### src/memTester_defines.svh
//----------------------------------------------------------------------
// memory tester constants
// bus and burst shape, test region size, bring-up timing
//----------------------------------------------------------------------
`ifndef MEMTESTER_DEFINES_SVH
`define MEMTESTER_DEFINES_SVH

// axi data path, split into 32 bit lanes
`define MT_BUS_WIDTH 256
`define MT_LANES 8
`define MT_LANE_WIDTH (`MT_BUS_WIDTH / `MT_LANES)
`define MT_BEAT_BYTES (`MT_BUS_WIDTH / 8)

// burst shape and test region, region starts at byte 0
`define MT_BURST_LEN 16
`define MT_BURSTS 8
`define MT_BURST_BYTES (`MT_BURST_LEN * `MT_BEAT_BYTES)

// hard ip bring-up, in aclk cycles
`define MT_CFG_RST_CYCLES 16
`define MT_CFG_WAIT_CYCLES 16

`endif
### src/memTestPkg.sv
//----------------------------------------------------------------------
// tester side types: burst fsm states, lane data word, pass select
//----------------------------------------------------------------------
`default_nettype none

`include "memTester_defines.svh"

package memTestPkg;

	// burst sequencer fsm
	typedef enum logic [2:0]
	{
		IDLE    = 3'd0,
		WR_ADDR = 3'd1,
		WR_DATA = 3'd2,
		WR_RESP = 3'd3,
		RD_ADDR = 3'd4,
		RD_DATA = 3'd5,
		FINISH  = 3'd6
	} seqState_t;

	// one lane slice of a beat
	typedef logic [`MT_LANE_WIDTH-1:0] laneWord_t;

	// pass 0 true pattern, pass 1 the inverse
	typedef enum logic
	{
		TRUE_PATTERN = 1'b0,
		INVERTED     = 1'b1
	} testPass_t;

endpackage

`default_nettype wire

### src/ddrAxiPkg.sv
//----------------------------------------------------------------------
// axi side types of the lpddr4x hard controller port
//----------------------------------------------------------------------
`default_nettype none

package ddrAxiPkg;

	// byte address
	// bit 32 is the chip select, [31:15] row, [14:12] bank, [11:2] col
	typedef logic [32:0] ddrAddr_t;

	// bresp / rresp codes
	typedef enum logic [1:0]
	{
		OKAY   = 2'b00,
		EXOKAY = 2'b01,
		SLVERR = 2'b10,
		DECERR = 2'b11
	} axiResp_t;

	// burst type
	// only incr goes out on the bus
	typedef enum logic [1:0]
	{
		FIXED = 2'b00,
		INCR  = 2'b01,
		WRAP  = 2'b10
	} axiBurst_t;

endpackage

`default_nettype wire

### src/memTesterTop.sv
//----------------------------------------------------------------------
// lpddr4x self-test board top
// lock reset, hard ip bring-up, axi4 lane test and status leds
//----------------------------------------------------------------------
`timescale 1ns/1ps
`default_nettype none

`include "memTester_defines.svh"

module memTesterTop
	import ddrAxiPkg::*;
	import memTestPkg::*;
(
	input  wire                        iACLK,
	input  wire                        i_pbSw0,
	input  wire [2:0]                  i_pllLocked,
	// hard ip configuration
	input  wire                        i_cfgDone,
	output logic                       o_cfgReset,
	output logic                       o_cfgStart,
	output logic                       o_axiRstn,
	// axi4 write
	input  wire                        i_awready,
	input  wire                        i_wready,
	input  wire                        i_bvalid,
	input  var axiResp_t               i_bresp,
	output ddrAddr_t                   o_awaddr,
	output logic [7:0]                 o_awlen,
	output logic [2:0]                 o_awsize,
	output axiBurst_t                  o_awburst,
	output logic                       o_awvalid,
	output wire [`MT_BUS_WIDTH-1:0]    o_wdata,
	output logic [`MT_BEAT_BYTES-1:0]  o_wstrb,
	output logic                       o_wlast,
	output logic                       o_wvalid,
	output logic                       o_bready,
	// axi4 read
	input  wire                        i_arready,
	input  wire                        i_rvalid,
	input  wire                        i_rlast,
	input  wire [`MT_BUS_WIDTH-1:0]    i_rdata,
	input  var axiResp_t               i_rresp,
	output ddrAddr_t                   o_araddr,
	output logic [7:0]                 o_arlen,
	output logic [2:0]                 o_arsize,
	output axiBurst_t                  o_arburst,
	output logic                       o_arvalid,
	output logic                       o_rready,
	// board
	output logic [7:2]                 o_led,
	output ddrAddr_t                   o_failAddr
);

//----------------------------------------------------------------------
// reset from push button and the three pll locks
logic qLocked;
logic rAReset, rnAReset;

assign qLocked = &{i_pbSw0, i_pllLocked};

always_ff @(posedge iACLK, negedge qLocked)
begin
	if (!qLocked)
	begin
		rAReset  <= 1'b1;
		rnAReset <= 1'b0;
	end
	else
	begin
		rAReset  <= 1'b0;
		rnAReset <= 1'b1;
	end
end

//----------------------------------------------------------------------
// hard ip bring-up
logic wCfgDoneSync;

ddrResetSequencer uResetSeq (
	.iACLK         (iACLK),
	.qLocked       (rnAReset),
	.i_cfgDone     (i_cfgDone),
	.o_cfgReset    (o_cfgReset),
	.o_cfgStart    (o_cfgStart),
	.o_axiRstn     (o_axiRstn),
	.o_cfgDoneSync (wCfgDoneSync)
);

//----------------------------------------------------------------------
// burst sequencer, axi control only
ddrAddr_t  wBeatAddr;
testPass_t wPass;
logic      wRdBeat, wBBeat, wFinish;

burstSequencer uBurstSeq (
	.iACLK      (iACLK),       .qLocked   (rnAReset),
	.i_cfgDone  (wCfgDoneSync),
	.i_awready  (i_awready),   .i_wready  (i_wready),
	.i_bvalid   (i_bvalid),
	.o_awaddr   (o_awaddr),    .o_awlen   (o_awlen),
	.o_awsize   (o_awsize),    .o_awburst (o_awburst),
	.o_awvalid  (o_awvalid),   .o_wlast   (o_wlast),
	.o_wvalid   (o_wvalid),    .o_bready  (o_bready),
	.i_arready  (i_arready),   .i_rvalid  (i_rvalid),
	.i_rlast    (i_rlast),
	.o_araddr   (o_araddr),    .o_arlen   (o_arlen),
	.o_arsize   (o_arsize),    .o_arburst (o_arburst),
	.o_arvalid  (o_arvalid),   .o_rready  (o_rready),
	.o_beatAddr (wBeatAddr),   .o_pass    (wPass),
	.o_rdBeat   (wRdBeat),     .o_bBeat   (wBBeat),
	.o_finish   (wFinish)
);

// full beats only
assign o_wstrb = '1;

//----------------------------------------------------------------------
// lanes, each owns one 32 bit slice of wdata and rdata
wire [`MT_LANES-1:0] wMismatch;

for (genvar gi = 0; gi < `MT_LANES; gi++)
begin : gLane
	laneChecker #(
		.pLane (gi)
	) uLane (
		.iACLK      (iACLK),
		.qLocked    (rnAReset),
		.i_beatAddr (wBeatAddr),
		.i_pass     (wPass),
		.i_rdBeat   (wRdBeat),
		.i_rdWord   (i_rdata[gi*`MT_LANE_WIDTH +: `MT_LANE_WIDTH]),
		.o_wrWord   (o_wdata[gi*`MT_LANE_WIDTH +: `MT_LANE_WIDTH]),
		.o_mismatch (wMismatch[gi])
	);
end

//----------------------------------------------------------------------
// result
logic wTestRun, wTestDone, wTestFail;

resultCollector uResult (
	.iACLK      (iACLK),
	.qLocked    (rnAReset),
	.i_cfgDone  (wCfgDoneSync),
	.i_mismatch (wMismatch),
	.i_rdBeat   (wRdBeat),
	.i_bBeat    (wBBeat),
	.i_rresp    (i_rresp),
	.i_bresp    (i_bresp),
	.i_beatAddr (wBeatAddr),
	.i_finish   (wFinish),
	.o_testRun  (wTestRun),
	.o_testDone (wTestDone),
	.o_testFail (wTestFail),
	.o_failAddr (o_failAddr)
);

//----------------------------------------------------------------------
// user leds
// locked shows the registered lock
assign o_led[2] = ~rAReset;
assign o_led[3] = o_cfgStart;
assign o_led[4] = wCfgDoneSync;
assign o_led[5] = wTestRun;
assign o_led[6] = wTestDone;
assign o_led[7] = wTestFail;

endmodule

`default_nettype wire

### src/resultCollector.sv
//----------------------------------------------------------------------
// test status: run, done, sticky fail and first failing address
//----------------------------------------------------------------------
`timescale 1ns/1ps
`default_nettype none

`include "memTester_defines.svh"

module resultCollector
	import ddrAxiPkg::*;
(
	input  wire                 iACLK,
	input  wire                 qLocked,
	input  wire                 i_cfgDone,
	input  wire [`MT_LANES-1:0] i_mismatch,
	input  wire                 i_rdBeat,
	input  wire                 i_bBeat,
	input  var axiResp_t        i_rresp,
	input  var axiResp_t        i_bresp,
	input  var ddrAddr_t        i_beatAddr,
	input  wire                 i_finish,
	output logic                o_testRun,
	output logic                o_testDone,
	output logic                o_testFail,
	output ddrAddr_t            o_failAddr
);

logic     rCfgDoneD;
ddrAddr_t rAddrD;
logic     qStart, qLaneFail, qRespFail;

// start is the rising edge of cfg done
assign qStart    = i_cfgDone & ~rCfgDoneD;
assign qLaneFail = |i_mismatch;
assign qRespFail = (i_rdBeat & (i_rresp != OKAY)) | (i_bBeat & (i_bresp != OKAY));

// beat address delayed to line up with the lane flags
always_ff @(posedge iACLK)
begin
	rAddrD <= i_beatAddr;
end

//----------------------------------------------------------------------
always_ff @(posedge iACLK, negedge qLocked)
begin
	if (!qLocked)
	begin
		rCfgDoneD  <= 1'b0;
		o_testRun  <= 1'b0;
		o_testDone <= 1'b0;
		o_testFail <= 1'b0;
		o_failAddr <= '0;
	end
	else
	begin
		rCfgDoneD <= i_cfgDone;
		if (qStart)
			o_testRun <= 1'b1;
		else if (i_finish)
			o_testRun <= 1'b0;
		if (i_finish)
			o_testDone <= 1'b1;
		// first failure only, the lane flag is the older event
		if (!o_testFail && (qLaneFail || qRespFail))
		begin
			o_testFail <= 1'b1;
			o_failAddr <= qLaneFail ? rAddrD : i_beatAddr;
		end
	end
end

endmodule

`default_nettype wire

### src/laneChecker.sv
//----------------------------------------------------------------------
// one 32 bit lane: write pattern out, check read data back
//----------------------------------------------------------------------
`timescale 1ns/1ps
`default_nettype none

`include "memTester_defines.svh"

module laneChecker
	import ddrAxiPkg::*;
	import memTestPkg::*;
#(
	parameter int pLane = 0
)(
	input  wire            iACLK,
	input  wire            qLocked,
	input  var ddrAddr_t   i_beatAddr,
	input  var testPass_t  i_pass,
	input  wire            i_rdBeat,
	input  var laneWord_t  i_rdWord,
	output laneWord_t      o_wrWord,
	output logic           o_mismatch
);

// lane key, L times 0x11111111
// keeps the eight lanes of one beat distinct
localparam laneWord_t lpLaneKey = laneWord_t'(pLane) * laneWord_t'(32'h1111_1111);

laneWord_t qSeed;
logic      qDiff;

//----------------------------------------------------------------------
// expected word for the current beat
assign qSeed    = laneWord_t'(i_beatAddr[31:0]) ^ lpLaneKey;
assign o_wrWord = (i_pass == INVERTED) ? ~qSeed : qSeed;

// read slice against expected
assign qDiff = (i_rdWord != o_wrWord);

//----------------------------------------------------------------------
// flag one cycle after the accepted r beat
always_ff @(posedge iACLK, negedge qLocked)
begin
	if (!qLocked)
		o_mismatch <= 1'b0;
	else
		o_mismatch <= i_rdBeat & qDiff;
end

endmodule

`default_nettype wire

### src/burstSequencer.sv
//----------------------------------------------------------------------
// axi4 burst sequencer
// write then read the whole region, true pass then inverted pass
//----------------------------------------------------------------------
`timescale 1ns/1ps
`default_nettype none

`include "memTester_defines.svh"

module burstSequencer
	import ddrAxiPkg::*;
	import memTestPkg::*;
(
	input  wire        iACLK,
	input  wire        qLocked,
	input  wire        i_cfgDone,
	// write address / data / response
	input  wire        i_awready,
	input  wire        i_wready,
	input  wire        i_bvalid,
	output ddrAddr_t   o_awaddr,
	output logic [7:0] o_awlen,
	output logic [2:0] o_awsize,
	output axiBurst_t  o_awburst,
	output logic       o_awvalid,
	output logic       o_wlast,
	output logic       o_wvalid,
	output logic       o_bready,
	// read address / data
	input  wire        i_arready,
	input  wire        i_rvalid,
	input  wire        i_rlast,
	output ddrAddr_t   o_araddr,
	output logic [7:0] o_arlen,
	output logic [2:0] o_arsize,
	output axiBurst_t  o_arburst,
	output logic       o_arvalid,
	output logic       o_rready,
	// lane broadcast and strobes
	output ddrAddr_t   o_beatAddr,
	output testPass_t  o_pass,
	output logic       o_rdBeat,
	output logic       o_bBeat,
	output logic       o_finish
);

localparam int lpBeatW      = $clog2(`MT_BURST_LEN);
localparam int lpBurstW     = $clog2(`MT_BURSTS) + 1;
localparam int lpBeatShift  = $clog2(`MT_BEAT_BYTES);
localparam int lpBurstShift = $clog2(`MT_BURST_BYTES);

seqState_t           rState;
testPass_t           rPass;
logic [lpBurstW-1:0] rBurst;
logic [lpBeatW-1:0]  rBeat;
logic [1:0]          rDrain;
ddrAddr_t            qBurstBase;
logic                qAwHs, qWHs, qBHs, qArHs, qRHs;
logic                qLastBeat, qLastBurst;

//----------------------------------------------------------------------
// handshakes
assign qAwHs = o_awvalid & i_awready;
assign qWHs  = o_wvalid  & i_wready;
assign qBHs  = o_bready  & i_bvalid;
assign qArHs = o_arvalid & i_arready;
assign qRHs  = o_rready  & i_rvalid;

assign qLastBeat  = (rBeat  == lpBeatW'(`MT_BURST_LEN - 1));
assign qLastBurst = (rBurst == lpBurstW'(`MT_BURSTS - 1));

//----------------------------------------------------------------------
// burst fsm, any ready stall just holds the state
always_ff @(posedge iACLK, negedge qLocked)
begin
	if (!qLocked)
	begin
		rState <= IDLE;
		rPass  <= TRUE_PATTERN;
		rBurst <= '0;
		rBeat  <= '0;
		rDrain <= '0;
	end
	else
	begin
		case (rState)
			IDLE:
			begin
				// one run per reset
				if (i_cfgDone)
					rState <= WR_ADDR;
			end
			WR_ADDR:
			begin
				if (qAwHs)
				begin
					rBeat  <= '0;
					rState <= WR_DATA;
				end
			end
			WR_DATA:
			begin
				// beat count stays on 15 through the response
				if (qWHs)
				begin
					if (qLastBeat)
						rState <= WR_RESP;
					else
						rBeat <= rBeat + 1'b1;
				end
			end
			WR_RESP:
			begin
				if (qBHs)
				begin
					if (qLastBurst)
					begin
						rBurst <= '0;
						rState <= RD_ADDR;
					end
					else
					begin
						rBurst <= rBurst + 1'b1;
						rState <= WR_ADDR;
					end
				end
			end
			RD_ADDR:
			begin
				if (qArHs)
				begin
					rBeat  <= '0;
					rState <= RD_DATA;
				end
			end
			RD_DATA:
			begin
				if (qRHs)
				begin
					if (!i_rlast)
						rBeat <= rBeat + 1'b1;
					else if (!qLastBurst)
					begin
						rBurst <= rBurst + 1'b1;
						rState <= RD_ADDR;
					end
					else if (rPass == TRUE_PATTERN)
					begin
						// second pass, inverted data
						rBurst <= '0;
						rPass  <= INVERTED;
						rState <= WR_ADDR;
					end
					else
						rState <= FINISH;
				end
			end
			FINISH:
			begin
				// let the last lane compare settle first
				if (rDrain != 2'd3)
					rDrain <= rDrain + 1'b1;
			end
			default:
				rState <= IDLE;
		endcase
	end
end

//----------------------------------------------------------------------
// address generation
assign qBurstBase = ddrAddr_t'(rBurst) << lpBurstShift;
assign o_beatAddr = qBurstBase + (ddrAddr_t'(rBeat) << lpBeatShift);
assign o_pass     = rPass;

// write channels
assign o_awaddr  = qBurstBase;
assign o_awlen   = 8'(`MT_BURST_LEN - 1);
assign o_awsize  = 3'(lpBeatShift);
assign o_awburst = INCR;
assign o_awvalid = (rState == WR_ADDR);
assign o_wvalid  = (rState == WR_DATA);
assign o_wlast   = (rState == WR_DATA) & qLastBeat;
assign o_bready  = (rState == WR_RESP);

// read channels, same burst shape
assign o_araddr  = qBurstBase;
assign o_arlen   = 8'(`MT_BURST_LEN - 1);
assign o_arsize  = 3'(lpBeatShift);
assign o_arburst = INCR;
assign o_arvalid = (rState == RD_ADDR);
assign o_rready  = (rState == RD_DATA);

// strobes
assign o_rdBeat = qRHs;
assign o_bBeat  = qBHs;
assign o_finish = (rState == FINISH) & (rDrain == 2'd2);

endmodule

`default_nettype wire

### src/ddrResetSequencer.sv
//----------------------------------------------------------------------
// hard controller bring-up
// config reset, settle wait, start until done, then axi reset release
//----------------------------------------------------------------------
`timescale 1ns/1ps
`default_nettype none

`include "memTester_defines.svh"

module ddrResetSequencer (
	input  wire  iACLK,
	input  wire  qLocked,
	input  wire  i_cfgDone,
	output logic o_cfgReset,
	output logic o_cfgStart,
	output logic o_axiRstn,
	output logic o_cfgDoneSync
);

// counter sized for the longer of the two phases
localparam int lpCntMax = (`MT_CFG_RST_CYCLES > `MT_CFG_WAIT_CYCLES) ?
	`MT_CFG_RST_CYCLES : `MT_CFG_WAIT_CYCLES;
localparam int lpCntW = $clog2(lpCntMax) + 1;

typedef enum logic [1:0]
{
	stCfgReset = 2'd0,
	stCfgWait  = 2'd1,
	stCfgStart = 2'd2,
	stCfgDone  = 2'd3
} rstState_t;

rstState_t         rState;
logic [lpCntW-1:0] rCnt;
logic              rDoneMeta, rDoneSync;
logic              rReady;

//----------------------------------------------------------------------
// cfg done comes from the hard ip, two flop sync
always_ff @(posedge iACLK, negedge qLocked)
begin
	if (!qLocked)
	begin
		rDoneMeta <= 1'b0;
		rDoneSync <= 1'b0;
	end
	else
	begin
		rDoneMeta <= i_cfgDone;
		rDoneSync <= rDoneMeta;
	end
end

//----------------------------------------------------------------------
// bring-up fsm
always_ff @(posedge iACLK, negedge qLocked)
begin
	if (!qLocked)
	begin
		rState     <= stCfgReset;
		rCnt       <= '0;
		o_cfgReset <= 1'b1;
		o_cfgStart <= 1'b0;
		rReady     <= 1'b0;
	end
	else
	begin
		case (rState)
			stCfgReset:
			begin
				// hold config reset, drop it on the last count
				if (rCnt == lpCntW'(`MT_CFG_RST_CYCLES - 1))
				begin
					rCnt       <= '0;
					o_cfgReset <= 1'b0;
					rState     <= stCfgWait;
				end
				else
					rCnt <= rCnt + 1'b1;
			end
			stCfgWait:
			begin
				if (rCnt == lpCntW'(`MT_CFG_WAIT_CYCLES - 1))
				begin
					o_cfgStart <= 1'b1;
					rState     <= stCfgStart;
				end
				else
					rCnt <= rCnt + 1'b1;
			end
			stCfgStart:
			begin
				// start level stays until done is seen
				if (rDoneSync)
				begin
					o_cfgStart <= 1'b0;
					rState     <= stCfgDone;
				end
			end
			stCfgDone:
				rReady <= 1'b1;
			default:
				rState <= stCfgReset;
		endcase
	end
end

// axi reset release and done flag rise together
assign o_axiRstn     = rReady;
assign o_cfgDoneSync = rReady;

endmodule

`default_nettype wire

### config.mk
export PLATFORM = sky130hd
export DESIGN_NAME = memTesterTop
export DESIGN_NICKNAME = d
export VERILOG_FILES = /design/src/memTestPkg.sv /design/src/ddrAxiPkg.sv /design/src/memTesterTop.sv /design/src/resultCollector.sv /design/src/laneChecker.sv /design/src/burstSequencer.sv /design/src/ddrResetSequencer.sv
export VERILOG_INCLUDE_DIRS = /design/src /design/src/src
export SDC_FILE = /design/constraint.sdc
export NUM_CORES = 1
export LEC_CHECK = 0
export BUFFER_PORTS_ARGS = -buffer_cell sky130_fd_sc_hd__buf_2
export CORE_AREA = 2 2 275 277
export DETAILED_ROUTE_END_ITERATION = 12
export DIE_AREA = 0 0 277 279
export PLACE_DENSITY_LB_ADDON = 0.25
export REMOVE_ABC_BUFFERS = 1
export SLEW_MARGIN = 0
export SYNTH_ARGS = -nofsm -noshare
export SYNTH_HDL_FRONTEND = slang
export SYNTH_HIERARCHICAL = 1
export SYNTH_SLANG_ARGS = --single-unit
export TNS_END_PERCENT = 30
### constraint.sdc
create_clock -name iACLK -period 2.32 [get_ports iACLK]
set_input_delay 0.464 -clock iACLK [delete_from_list [all_inputs] [get_ports iACLK]]
set_output_delay 0.464 -clock iACLK [all_outputs]
set_load 0.02 [all_outputs]
# Word-level counts from Yosys, hierarchy flattened
# Cells that the tools add are included.
[word_totals] latch_bits=0 rom_bits=0 ramBits=0 regBits=87 mem_count=0
[classes] shift=0 eq_ne=37 bitwise_logic=37 n_mul=0 reduce_logical=24 n_addsub=5 n_lt_le_gt_ge=0 muxes=47 div_mod_pow=0
[ops] cell="$mux 32" count=8
[ops] cell="$ne 32x32->1" count=8
[ops] cell="$not 31->32" count=4
[ops] cell="$not 30->32" count=2
[ops] cell="$mux 4" count=12
[ops] cell="$mux 3" count=11
[ops] cell="$not 14->32" count=1
[ops] cell="$not 29->32" count=1
[ops] cell="$not 7->16" count=2
[ops] cell="$not 11->24" count=1
[ops] cell="$pmux 3 s7" count=1
[ops] cell="$ne 2x2->1 const B" count=10
[ops] cell="$and 1x1->1" count=18
[ops] cell="$not 4->8" count=2
[ops] cell="$not 8->16" count=1
[ops] cell="$pmux 4 s4" count=1
[ops] cell="$add 13x9->14" count=1
[ops] cell="$mux 14" count=1
[ops] cell="$reduce_and 4->1" count=3
[ops] cell="$reduce_bool 2->1" count=6
[ops] cell="$mux 5" count=2
[ops] cell="$ne 2x1->1 const B" count=5
[ops] cell="$pmux 5 s2" count=1
[ops] cell="$eq 3x3->1 const B" count=3
[ops] cell="other kinds (32)" count=45

# Logic depth before layout (Yosys ltp)
# Gate-level depths: netlist of run 1.
[depth] word_depth=6 ltp_mapped=9

# By module
# The synthesis of run 1 kept the hierarchy.
[by_module_without_submodules] module="resultCollector" cells_each=191 area_each_um2=2338.5 seq_area_each_um2=1586.5 instances=1
[by_module_without_submodules] module="burstSequencer" cells_each=221 area_each_um2=1836.8 seq_area_each_um2=350.3 instances=1
[by_module_without_submodules] module="laneChecker at gLane[5].uLane" cells_each=107 area_each_um2=834.6 seq_area_each_um2=25.0 instances=1
[by_module_without_submodules] module="laneChecker at gLane[4].uLane" cells_each=108 area_each_um2=830.8 seq_area_each_um2=25.0 instances=1
[by_module_without_submodules] module="laneChecker at gLane[1].uLane" cells_each=107 area_each_um2=827.0 seq_area_each_um2=25.0 instances=1
[by_module_without_submodules] module="laneChecker at gLane[7].uLane" cells_each=107 area_each_um2=823.3 seq_area_each_um2=25.0 instances=1
[by_module_without_submodules] module="laneChecker at gLane[0].uLane" cells_each=108 area_each_um2=820.8 seq_area_each_um2=25.0 instances=1
[by_module_without_submodules] module="laneChecker at gLane[3].uLane" cells_each=107 area_each_um2=820.8 seq_area_each_um2=25.0 instances=1
[by_module_without_submodules] module="laneChecker at gLane[6].uLane" cells_each=107 area_each_um2=819.5 seq_area_each_um2=25.0 instances=1
[by_module_without_submodules] module="laneChecker at gLane[2].uLane" cells_each=107 area_each_um2=818.3 seq_area_each_um2=25.0 instances=1
[by_module_without_submodules] module="ddrResetSequencer" cells_each=52 area_each_um2=621.8 seq_area_each_um2=301.5 instances=1
[by_module_without_submodules] module="memTesterTop" cells_each=43 area_each_um2=349.1 seq_area_each_um2=51.3 instances=1

# Worst setup path before layout of run 1
# No wires, ideal clock.
[synth_timing] path_kind="flip-flop to output port" from="reg uBurstSeq.rPass (netlist: uBurstSeq/o_pass)" to="out o_wdata[0]" t_arrival_ns=1.888 required_time_ns=1.856 path_buffers=3 setup_slack_ns=-0.032 stages_incl_launch_ff=5 path_cell_list="dfrtp_1 > clkbuf_1 > clkbuf_1 > buf_2 > xor2_1"
[synth_between] elab_chain_cells=1
[synth_rtl] item="start: declaration" line_no="burstSequencer.sv:53" source="testPass_t rPass;"
[synth_rtl] item="start signal: assignment" line_no="burstSequencer.sv:79" source="rPass <= TRUE_PATTERN;"
[synth_rtl] item="start signal: assignment" line_no="burstSequencer.sv:151" source="rPass <= INVERTED;"
[synth_rtl] item="$mux 32" line_no="laneChecker.sv:35" source="assign o_wrWord = (i_pass == INVERTED) ? ~qSeed : qSeed;"
[synth_rtl] item="end: declaration" line_no="memTesterTop.sv:32" source="output wire [`MT_BUS_WIDTH-1:0] o_wdata,"
# No other way between the ends.

# Final worst setup path of run 1
[layout_timing] from="reg uBurstSeq.rPass (netlist: uBurstSeq/o_pass)" to="out o_wdata[53]"
# The elaborated chain is that of the path after synthesis.

==> results of run 1 <==
[cell type report]
type | instances | area, sq um | share of cell area [%]
multi-input combinational | 1174 | 8410 | 50.8
timing repair buffer | 654 | 4060 | 24.5
sequential | 106 | 2510 | 15.1
tap | 969 | 1210 | 7.32
clock buffer | 10 | 239 | 1.44
clock inverter | 6 | 71.3 | 0.431
inverter | 14 | 52.6 | 0.317
antenna | 1 | 2.50 | 0.0151
[cells by family (layout without fill, tap and decap cells)]
group / count (synthesis) / after routing / share of synthesized area [%]
other: 4 / 144 / 0.128
adder cells (fa/ha/maj): 10 / 10 / 1.07
AND/OR/NAND/NOR: 352 / 352 / 16.2
XOR/XNOR: 515 / 515 / 38.5
multiplexers: 42 / 42 / 3.64
buffers and inverters: 224 / 684 / 12.7
AO/OA/AOI/OAI: 112 / 112 / 6.59
flip-flops: 106 / 106 / 21.2
[where the power goes]
part,internal (mW),switching [mW]
Clock,0.885,0.889
Combinational,3.97,6.25
Sequential,2.38,0.455
Total,7.24,7.59
[synthesized netlist by cell type, types with 10 or more instances]
| master | instances |
|---|---|
| o22ai_1 | 27 |
| o21ai_0 | 12 |
| clkbuf_1 | 10 |
| ha_1 | 10 |
| a21oi_1 | 35 |
| dfxtp_1 | 33 |
| inv_1 | 14 |
| nand3_1 | 33 |
| mux2i_1 | 36 |
| and4_1 | 22 |
| buf_2 | 40 |
| nor4_1 | 42 |
| buf_4 | 159 |
| xor2_1 | 275 |
| nor3_1 | 29 |
| dfrtp_1 | 71 |
| nor2_1 | 80 |
| or4_1 | 15 |
| nand2_1 | 79 |
| xnor2_1 | 239 |
| nand4_1 | 17 |
[how the worst max path moves through the flow]
| stage | from | end | slack [ns] | depth (start not counted) |
|---|---|---|---|---|
| after floorplan | uBurstSeq/o_pass | o_wdata[100] | -9.05 | 1 |
| after global placement | uBurstSeq/o_pass | gLane[3].uLane/o_mismatch | -0.39 | 5 |
| after detailed placement | uBurstSeq/o_pass | gLane[3].uLane/o_mismatch | -0.39 | 5 |
| after CTS | uBurstSeq/o_pass | o_wdata[140] | -0.05 | 5 |
| after global routing | uBurstSeq/o_pass | o_wdata[116] | -0.07 | 5 |
| final | uBurstSeq/o_pass | o_wdata[53] | 0.03 | 5 |
[registers in the layout, summed over array words and instances, names as in the netlist, 2 cells and up]
name                    flops
uResetSeq/rCnt              5
uResult/o_failAddr         33
uResetSeq/rState            2
uBurstSeq/rBurst            4
uBurstSeq/rDrain            2
gLane.uLane/o_mismatch      8
uBurstSeq/rState            3
uResult/rAddrD             33
uBurstSeq/rBeat             4
[per-layer routing]
layer / up-vias / track usage (%)
met5: - / 0
met4: 2 / 3.89
met3: 56 / 2.48
met2: 421 / 26.5
met1: 5426 / 18.1
li1: 5481 / -
[cell usage in the layout (no fill, tap or decap), types with 6 or more instances in the layout]
cell type	instances
o22ai_1	25
o21ai_0	12
conb_1	143
mux2i_1	36
nand3_1	32
dfrtp_2	6
nor4_2	7
o41a_1	6
xor2_1	274
nor2_1	80
ha_1	10
nand2_1	78
and4_1	22
xnor2_2	6
inv_1	14
nor4_1	41
nand4_1	17
nor3_1	29
dfxtp_1	33
buf_16	7
buf_12	11
or4_1	15
a21oi_1	35
buf_4	107
dfrtp_1	62
xnor2_1	233
buf_2	514
clkbuf_16	13
[stage by stage]
stage	std cells	instance area, sq um	TNS (ns)	setup WS [ns]
2_1_floorplan	1294	10800	-2331.06	-9.05
3_3_place_gp	2903	15600	-0.475	-0.386
3_5_place_dp	2903	15600	-0.441	-0.386
4_1_cts	2928	16200	-0.698	-0.0522
5_1_grt	2933	16600	-2.28	-0.0748
6_report	2934	16600	0	0.0317
[repair_timing]
item,CTS,global route
gates resized for setup,18,85
pin swaps,0,10
cloned,3,4
endpoints found under the setup margin,154,114
endpoints found under the hold margin,1,0
hold buffers,2,0
buffers inserted,4,1
==> impl_metrics.toml, run 1 <==
[setup_path]
reg2reg_depth = 6
crit_path_cell_trace = "buf_12, buf_16, clkbuf_16, xor2_1, buf_2"
worst_path_dominant_cell_family = "buffers and inverters"
crit_path_end_kind = "output port"
slowest_delay_ns = 0.54
cp_data_arrival_time_ns = 1.82
ff2ff_setup_slack_ns = 0.10
critPathMaxFanout = 19
worstSetupPathType = "flop to output port"
worstReg2RegStart = "uBurstSeq/o_pass"
crit_buf_inv = 4
crit_required_ns = 1.86
reg2reg_to = "gLane[6].uLane/o_mismatch"
startpoint_type = "flop"
slowest_stage = "dfrtp_4"

[clock_network]
cts.path.max_buffers = 2
htreeDepth = 3
cts_tree = "done"
clk_latency_ns = 0.39
path_clk_slew_ns = 0.09
clock-root-buffer = "clkbuf_16"
clock-sinks = 106
cts_buffers = 9

[outcome]
outcome = "finished clean"

[placed_design]
routabilityCongestion = 0.874
port_buffers = 583
hpwlAfterDp_microns = 47200

[worst_hold_path]
hold_class = "primary input to flop"
hold_depth = 1
min_to = "uResetSeq/rDoneMeta"
hold_start = "i_cfgDone"

[drt]
drcViolationCount = 0
wl_met3_microns = 2640
wl_met1_microns = 26000
maxUsedRoutingLayer = "met5"
avgRoutedWirePerCell_microns = 20.6
ant_nets = 0
drt-initial-drc-count = 403
dr.pass1.iters = 4
met2_length_microns = 30300
drt_wl_total_microns = 60400
vias_per_cell = 3.88
routed-via-count = 11386

[synthesis]
synth_area_sq_um = 11700
synth_seq_area_share_pct = 21.2
ys_seq_elements = 106
synthFlopType = "dfrtp_1"
synth-async-reset-ratio_pct = 68.9
synth_area_leaders = "xor2_1, xnor2_1, dfrtp_1"
netlist.area_leader.share_pct = 20.5
syn-instance-count = 1365
synth-edff-count = 0
yosysTopAreaCell = "xor2_1"
ys_types = 66
syn_area_per_cell_sq_um = 8.60
yosys_warnings = 6

[floorplan]
rows = 100
initial_core_util_pct = 15.9
ios = 700
die_w_microns = 277
dieArea_sq_um = 77300
core_area_sq_um = 74100
fp.dieH_microns = 279

[timing]
skew_ns = 0.0148
slew_headroom_pct = 51.2
slew_viol_final = 0
hold_viol = 0
whs_ns = 0.181
finalCriticalPeriod_ns = 2.29
fin_crit_sh_pct = 98.6
tightest_slew_ns = 0.732
setup_violations = 0
fmax_mhz = 437
rsz0062_at_grt = "yes"

[job]
maxCapViolCount = 0

[pwr]
p_per_area_nw_per_um2 = 896
peakVddDrop_mv = 0.364
p_leak_nw = 7.68
total_power_mw = 14.8

[global_route]
first_global_vias = 11073
track_usage_pct = 14.7
antenna_found_initial = 6
grt_max_degree = 59
grt-ovfl-total = 0
grt_first_pass_wirelength_microns = 81200

[finish]
syn2layout_area_growth_pct = 41.0
post-route-util_pct = 22.4
nFillCells = 8226
nNetsFinal = 2241
drive_gt1_share_pct = 36.8
No activity file was read; power rests on OpenSTA's default activity.
==> run 2, diff against run 1 <==
- HOLD_SLACK_MARGIN: default -> 0.05
- PLACE_DENSITY: default -> 0.41
- PLACE_DENSITY_LB_ADDON: 0.25 -> default
==> run 2 against run 1 <==
  * Routed wire length down 2.0%
  * Via count is 0.75% lower
  * Combinational power hardly changed
  * Core utilization is 0.19 points lower
  * Sequential power barely moved
  * Clock skew rose by 0.0038 ns
  * Highest routed layer unchanged
  * First-iteration DRC count fell by 6.2%
  * Critical path depth is the same
==> impl_metrics.toml, run 2 (synthesis gave the netlist of run 1 again) <==
[setup_path]
slowest_stage = "dfrtp_4"
worst_path_dominant_cell_family = "buffers and inverters"
critPathMaxFanout = 21
ff2ff_setup_slack_ns = 0.08
reg2reg_to = "gLane[4].uLane/o_mismatch"
worstReg2RegStart = "uBurstSeq/o_pass"
startpoint_type = "flop"
slowest_delay_ns = 0.52
reg2reg_depth = 6
crit_path_end_kind = "output port"
worstSetupPathType = "flop to output port"
path_common_cell = "buf_12"
crit_required_ns = 1.86
cp_data_arrival_time_ns = 1.82
crit_path_cell_trace = "buf_12, buf_12, clkbuf_16, xnor2_1, buf_4"
crit_buf_inv = 4

[floorplan]
rows = 100
fp.dieH_microns = 279
core_area_sq_um = 74100
initial_core_util_pct = 15.9
die_w_microns = 277
dieArea_sq_um = 77300
ios = 700

[drt]
routed-via-count = 11301
drt-initial-drc-count = 378
avgRoutedWirePerCell_microns = 20.2
drcViolationCount = 0
drt_wl_total_microns = 59200
dr.pass1.iters = 4
vias_per_cell = 3.86
ant_nets = 0

[placed_design]
port_buffers = 583
hpwlAfterDp_microns = 45200
routabilityCongestion = 0.805
dp.cells = 2906

[worst_hold_path]
hold_start = "i_cfgDone"
hold_depth = 1
min_to = "uResetSeq/rDoneMeta"
hold_class = "primary input to flop"

[pwr]
peakVddDrop_mv = 0.330
switchingPower_mw = 7.60
seqPwrFrac_pct = 19.0
total_power_mw = 14.8
p_sw_share_pct = 51.4
power.share.combinational_pct = 69.0
cell_internal_pwr_mw = 7.17
clockPowerShare_pct = 12.0
p_leak_nw = 7.58
p_per_area_nw_per_um2 = 899

[clock_network]
cts_tree = "done"
path_clk_slew_ns = 0.10
htreeDepth = 3
cts.path.max_buffers = 2
clock-root-buffer = "clkbuf_16"
clk_latency_ns = 0.39
clock-sinks = 106
cts_buffers = 9

[timing]
hold_viol = 0
slew_viol_final = 0
slew_headroom_pct = 46.2
fin_crit_sh_pct = 98.5
fmax_mhz = 438
tightest_slew_ns = 0.807
rsz0062_at_grt = "yes"
setup_violations = 0
skew_ns = 0.0186
tns_ns = 0
finalCriticalPeriod_ns = 2.28

[global_route]
track_usage_pct = 14.4
grt-ovfl-total = 0
first_global_vias = 11051
grt_first_pass_wirelength_microns = 79000
grt_max_degree = 66
antenna_found_initial = 4

[finish]
most-common-layout-cells = "buf_2, xor2_1, xnor2_1"
syn2layout_area_growth_pct = 39.9
largestRegisters = "uResult/o_failAddr (33), uResult/rAddrD (33), gLane.uLane/o_mismatch (8)"
nNetsFinal = 2238
stdcell_count = 2931
post-route-util_pct = 22.2
drive_gt1_share_pct = 36.2
final_common_cell = "buf_2"

[job]
maxCapViolCount = 0

[outcome]
outcome = "finished clean"
==> run 2: final cells by class <==
type	instances	area (sq um)
Fill cell	8213	57700
Multi-Input combinational cell	1174	8350
Timing Repair Buffer	651	3990
Sequential cell	106	2500
Tap cell	969	1210
Clock buffer	11	243
Clock inverter	5	67.6
Inverter	14	52.6
Antenna cell	1	2.50
==> run 2: how the worst max path moves through the flow <==
stage                                   from                   endpoint  slack, ns  cells after the start
after floorplan             uBurstSeq/o_pass               o_wdata[100]      -9.05                      1
after global placement    uBurstSeq/rBeat[1]  gLane[3].uLane/o_mismatch       0.01                      6
after detailed placement  uBurstSeq/rBeat[1]  gLane[3].uLane/o_mismatch      -0.04                      6
after CTS                   uBurstSeq/o_pass               o_wdata[133]      -0.10                      4
after global routing        uBurstSeq/o_pass                o_wdata[55]      -0.05                      5
final                       uBurstSeq/o_pass               o_wdata[213]       0.04                      5
==> run 2: timing repair <==
action,in CTS,in global routing
endpoints found under the hold margin,1,0
endpoints found under the setup margin,150,173
pin swaps,55,0
buffers inserted,0,1
gates resized for setup,96,14
hold buffers,2,0
cloned,0,5
==> run 2: routing by layer <==
layer,GRT usage (%),part of all wire (%)
met3,1.98,4.2
met1,17.8,43
met5,0,0.027
met4,3.82,1.9
met2,26.0,51
==> run 2: power groups by stage <==
stage	registers, mW	logic (mW)	clock network (mW)
6_report	2.81	10.2	1.77
5_1_grt	2.89	11.0	1.95
4_1_cts	2.83	10.1	1.92
3_5_place_dp	2.86	9.78	0
3_3_place_gp	2.84	9.69	0
2_1_floorplan	3.74	5.25	0
==> run 2: stage by stage <==
stage	setup WS, ns	area (sq um)	hold WS [ns]
floorplan	-9.05	10800	0.323
global placement	0.0134	15600	0.307
detailed placement	-0.0383	15600	0.309
CTS	-0.104	16200	0.135
global route	-0.0546	16400	0.147
finish	0.0359	16400	0.176
==> run 3, diff against run 2 <==
- BUFFER_PORTS_ARGS: -buffer_cell sky130_fd_sc_hd__buf_2 -> -buffer_cell sky130_fd_sc_hd__buf_4
==> run 3 against run 2 <==
  * Non-clock buffer count is 2 higher
  * Die area stayed put
  * Via count up 0.33%
  * Core utilization is 1.9 points higher
  * Critical endpoint is now gLane[3].uLane/o_mismatch
  * Hold slack better by 0.0088 ns
  * Largest power group unchanged
  * Highest routed layer unchanged
  * Worst setup slack worse by 0.0022 ns
  * Power up 6.6%
  * Combinational power grew 9%
  * Routed wire length is 3.2% higher
  * Final cell count up 0.10%
==> impl_metrics.toml, run 3 (synthesis gave the netlist of run 1 again) <==
[timing]
slew_viol_final = 0
rsz0062_at_grt = "yes"
slew_headroom_pct = 45.9
setup_violations = 0
fmax_mhz = 437
tns_ns = 0
hold_viol = 0
finalCriticalPeriod_ns = 2.29
skew_ns = 0.00815
fin_ws_ns = 0.0337
tightest_slew_ns = 0.811
fin_crit_sh_pct = 98.5

[finish]
largestRegisters = "uResult/o_failAddr (33), uResult/rAddrD (33), gLane.uLane/o_mismatch (8)"
most-common-layout-cells = "buf_4, xor2_1, xnor2_1"
final_common_cell = "buf_4"
syn2layout_area_growth_pct = 51.9
drive_gt1_share_pct = 36.9
post-route-util_pct = 24.1
nNetsFinal = 2240
stdcell_area_sq_um = 17800
stdcell_count = 2934

[outcome]
outcome = "finished clean"

[clock_network]
path_clk_slew_ns = 0.08
cts_buffers = 9
cts_tree = "done"
clock-root-buffer = "clkbuf_16"
clk_latency_ns = 0.38
htreeDepth = 3
clock-sinks = 106
cts.path.max_buffers = 2

[floorplan]
initial_core_util_pct = 15.9
fp.dieH_microns = 279
die_w_microns = 277
rows = 100
dieArea_sq_um = 77300
core_area_sq_um = 74100
ios = 700

[setup_path]
crit_path_cell_trace = "buf_4, xnor2_1, nand2_1, nor4_4, o22ai_1, o41a_1"
worstSetupPathType = "flop to flop"
slowest_delay_ns = 0.48
crit_required_ns = 2.58
critPathMaxFanout = 5
startpoint_type = "flop"
crit_buf_inv = 1
worst_path_dominant_cell_family = "compound AO/OA/AOI/OAI gates"
cp_data_arrival_time_ns = 2.55
crit_path_end_kind = "flop"
slowest_stage = "dfrtp_2"

[pwr]
p_leak_nw = 8.11
peakVddDrop_mv = 0.326
p_per_area_nw_per_um2 = 883

[job]
maxCapViolCount = 0

[drt]
routed-via-count = 11338
vias_per_cell = 3.86
ant_nets = 0
drcViolationCount = 0
avgRoutedWirePerCell_microns = 20.8
dr.pass1.iters = 4
drt_wl_total_microns = 61000
drt-initial-drc-count = 417

[placed_design]
hpwlAfterDp_microns = 46800
port_buffers = 583
preCtsSetupSlack_ns = -0.0825
placed_area_sq_um = 17000
routabilityCongestion = 0.779
dp.cells = 2905

[global_route]
grt-ovfl-total = 0
antenna_found_initial = 4
first_global_vias = 11354
grt_first_pass_wirelength_microns = 81900
track_usage_pct = 14.9
grt_max_degree = 61

[worst_hold_path]
hold_class = "primary input to flop"
run 3: worst reg2reg max path: stages (launching register included):
cell	delay, ns
dfrtp_2	0.48
buf_4	0.25
xnor2_1	0.22
nand2_1	0.12
nor4_4	0.41
o22ai_1	0.24
o41a_1	0.44
run 3: metrics by stage:
step | power (mW) | hold slack [ns]
2_1_floorplan | 8.99 | 0.323
3_3_place_gp | 13.6 | 0.337
3_5_place_dp | 13.7 | 0.340
4_1_cts | 15.7 | 0.143
5_1_grt | 16.8 | 0.153
6_report | 15.7 | 0.185
run 3: metal layers:
metal	part of all wire, %	global-route usage (%)	vias to the layer above
met3	5.3	2.87	60
li1	-	-	5478
met1	43	18.2	5359
met2	49	25.8	437
met4	2.9	5.42	4
met5	0.044	0	-
run 3: final cells by class:
type                    count  area, sq um
well taps                 969         1210
repair buffers            653         5300
diodes                      2         5.00
clock buffers               9          225
fillers                  8174        56200
inverters                  14         52.6
flip-flops and latches    106         2510
clock inverters             7         75.1
multi-input cells        1174         8450
run 3: report_power, final:
group	internal (mW)	leakage [nW]	total [mW]	switching, mW
combinational	4.77	6.85	11.1	6.33
sequential	2.38	1.12	2.94	0.559
clock	0.851	0.147	1.71	0.855
total	8.00	8.11	15.7	7.75
run 3: path summary, 6_finish.rpt:
check	from	end	slack, ns	cells past startpoint
max in group asynchronous	i_pllLocked[0]	rnAReset	1.05	4
min in group asynchronous	i_pllLocked[2]	rAReset	0.20	2
min reg2reg	rnAReset	uResult/o_failAddr[0]	0.32	0
min	i_cfgDone	uResetSeq/rDoneMeta	0.18	1
max	uBurstSeq/rBeat[1]	gLane[3].uLane/o_mismatch	0.03	6
max reg2reg	uBurstSeq/rBeat[1]	gLane[3].uLane/o_mismatch	0.03	6
run 3: what timing repair did:
item                                   CTS  global route
setup endpoints to repair              221           213
resized for setup                       19            33
endpoints found under the hold margin    1             0
gates cloned                             2             5
buffers inserted                         0             2
pin swaps                                1             5
hold buffers                             2             0
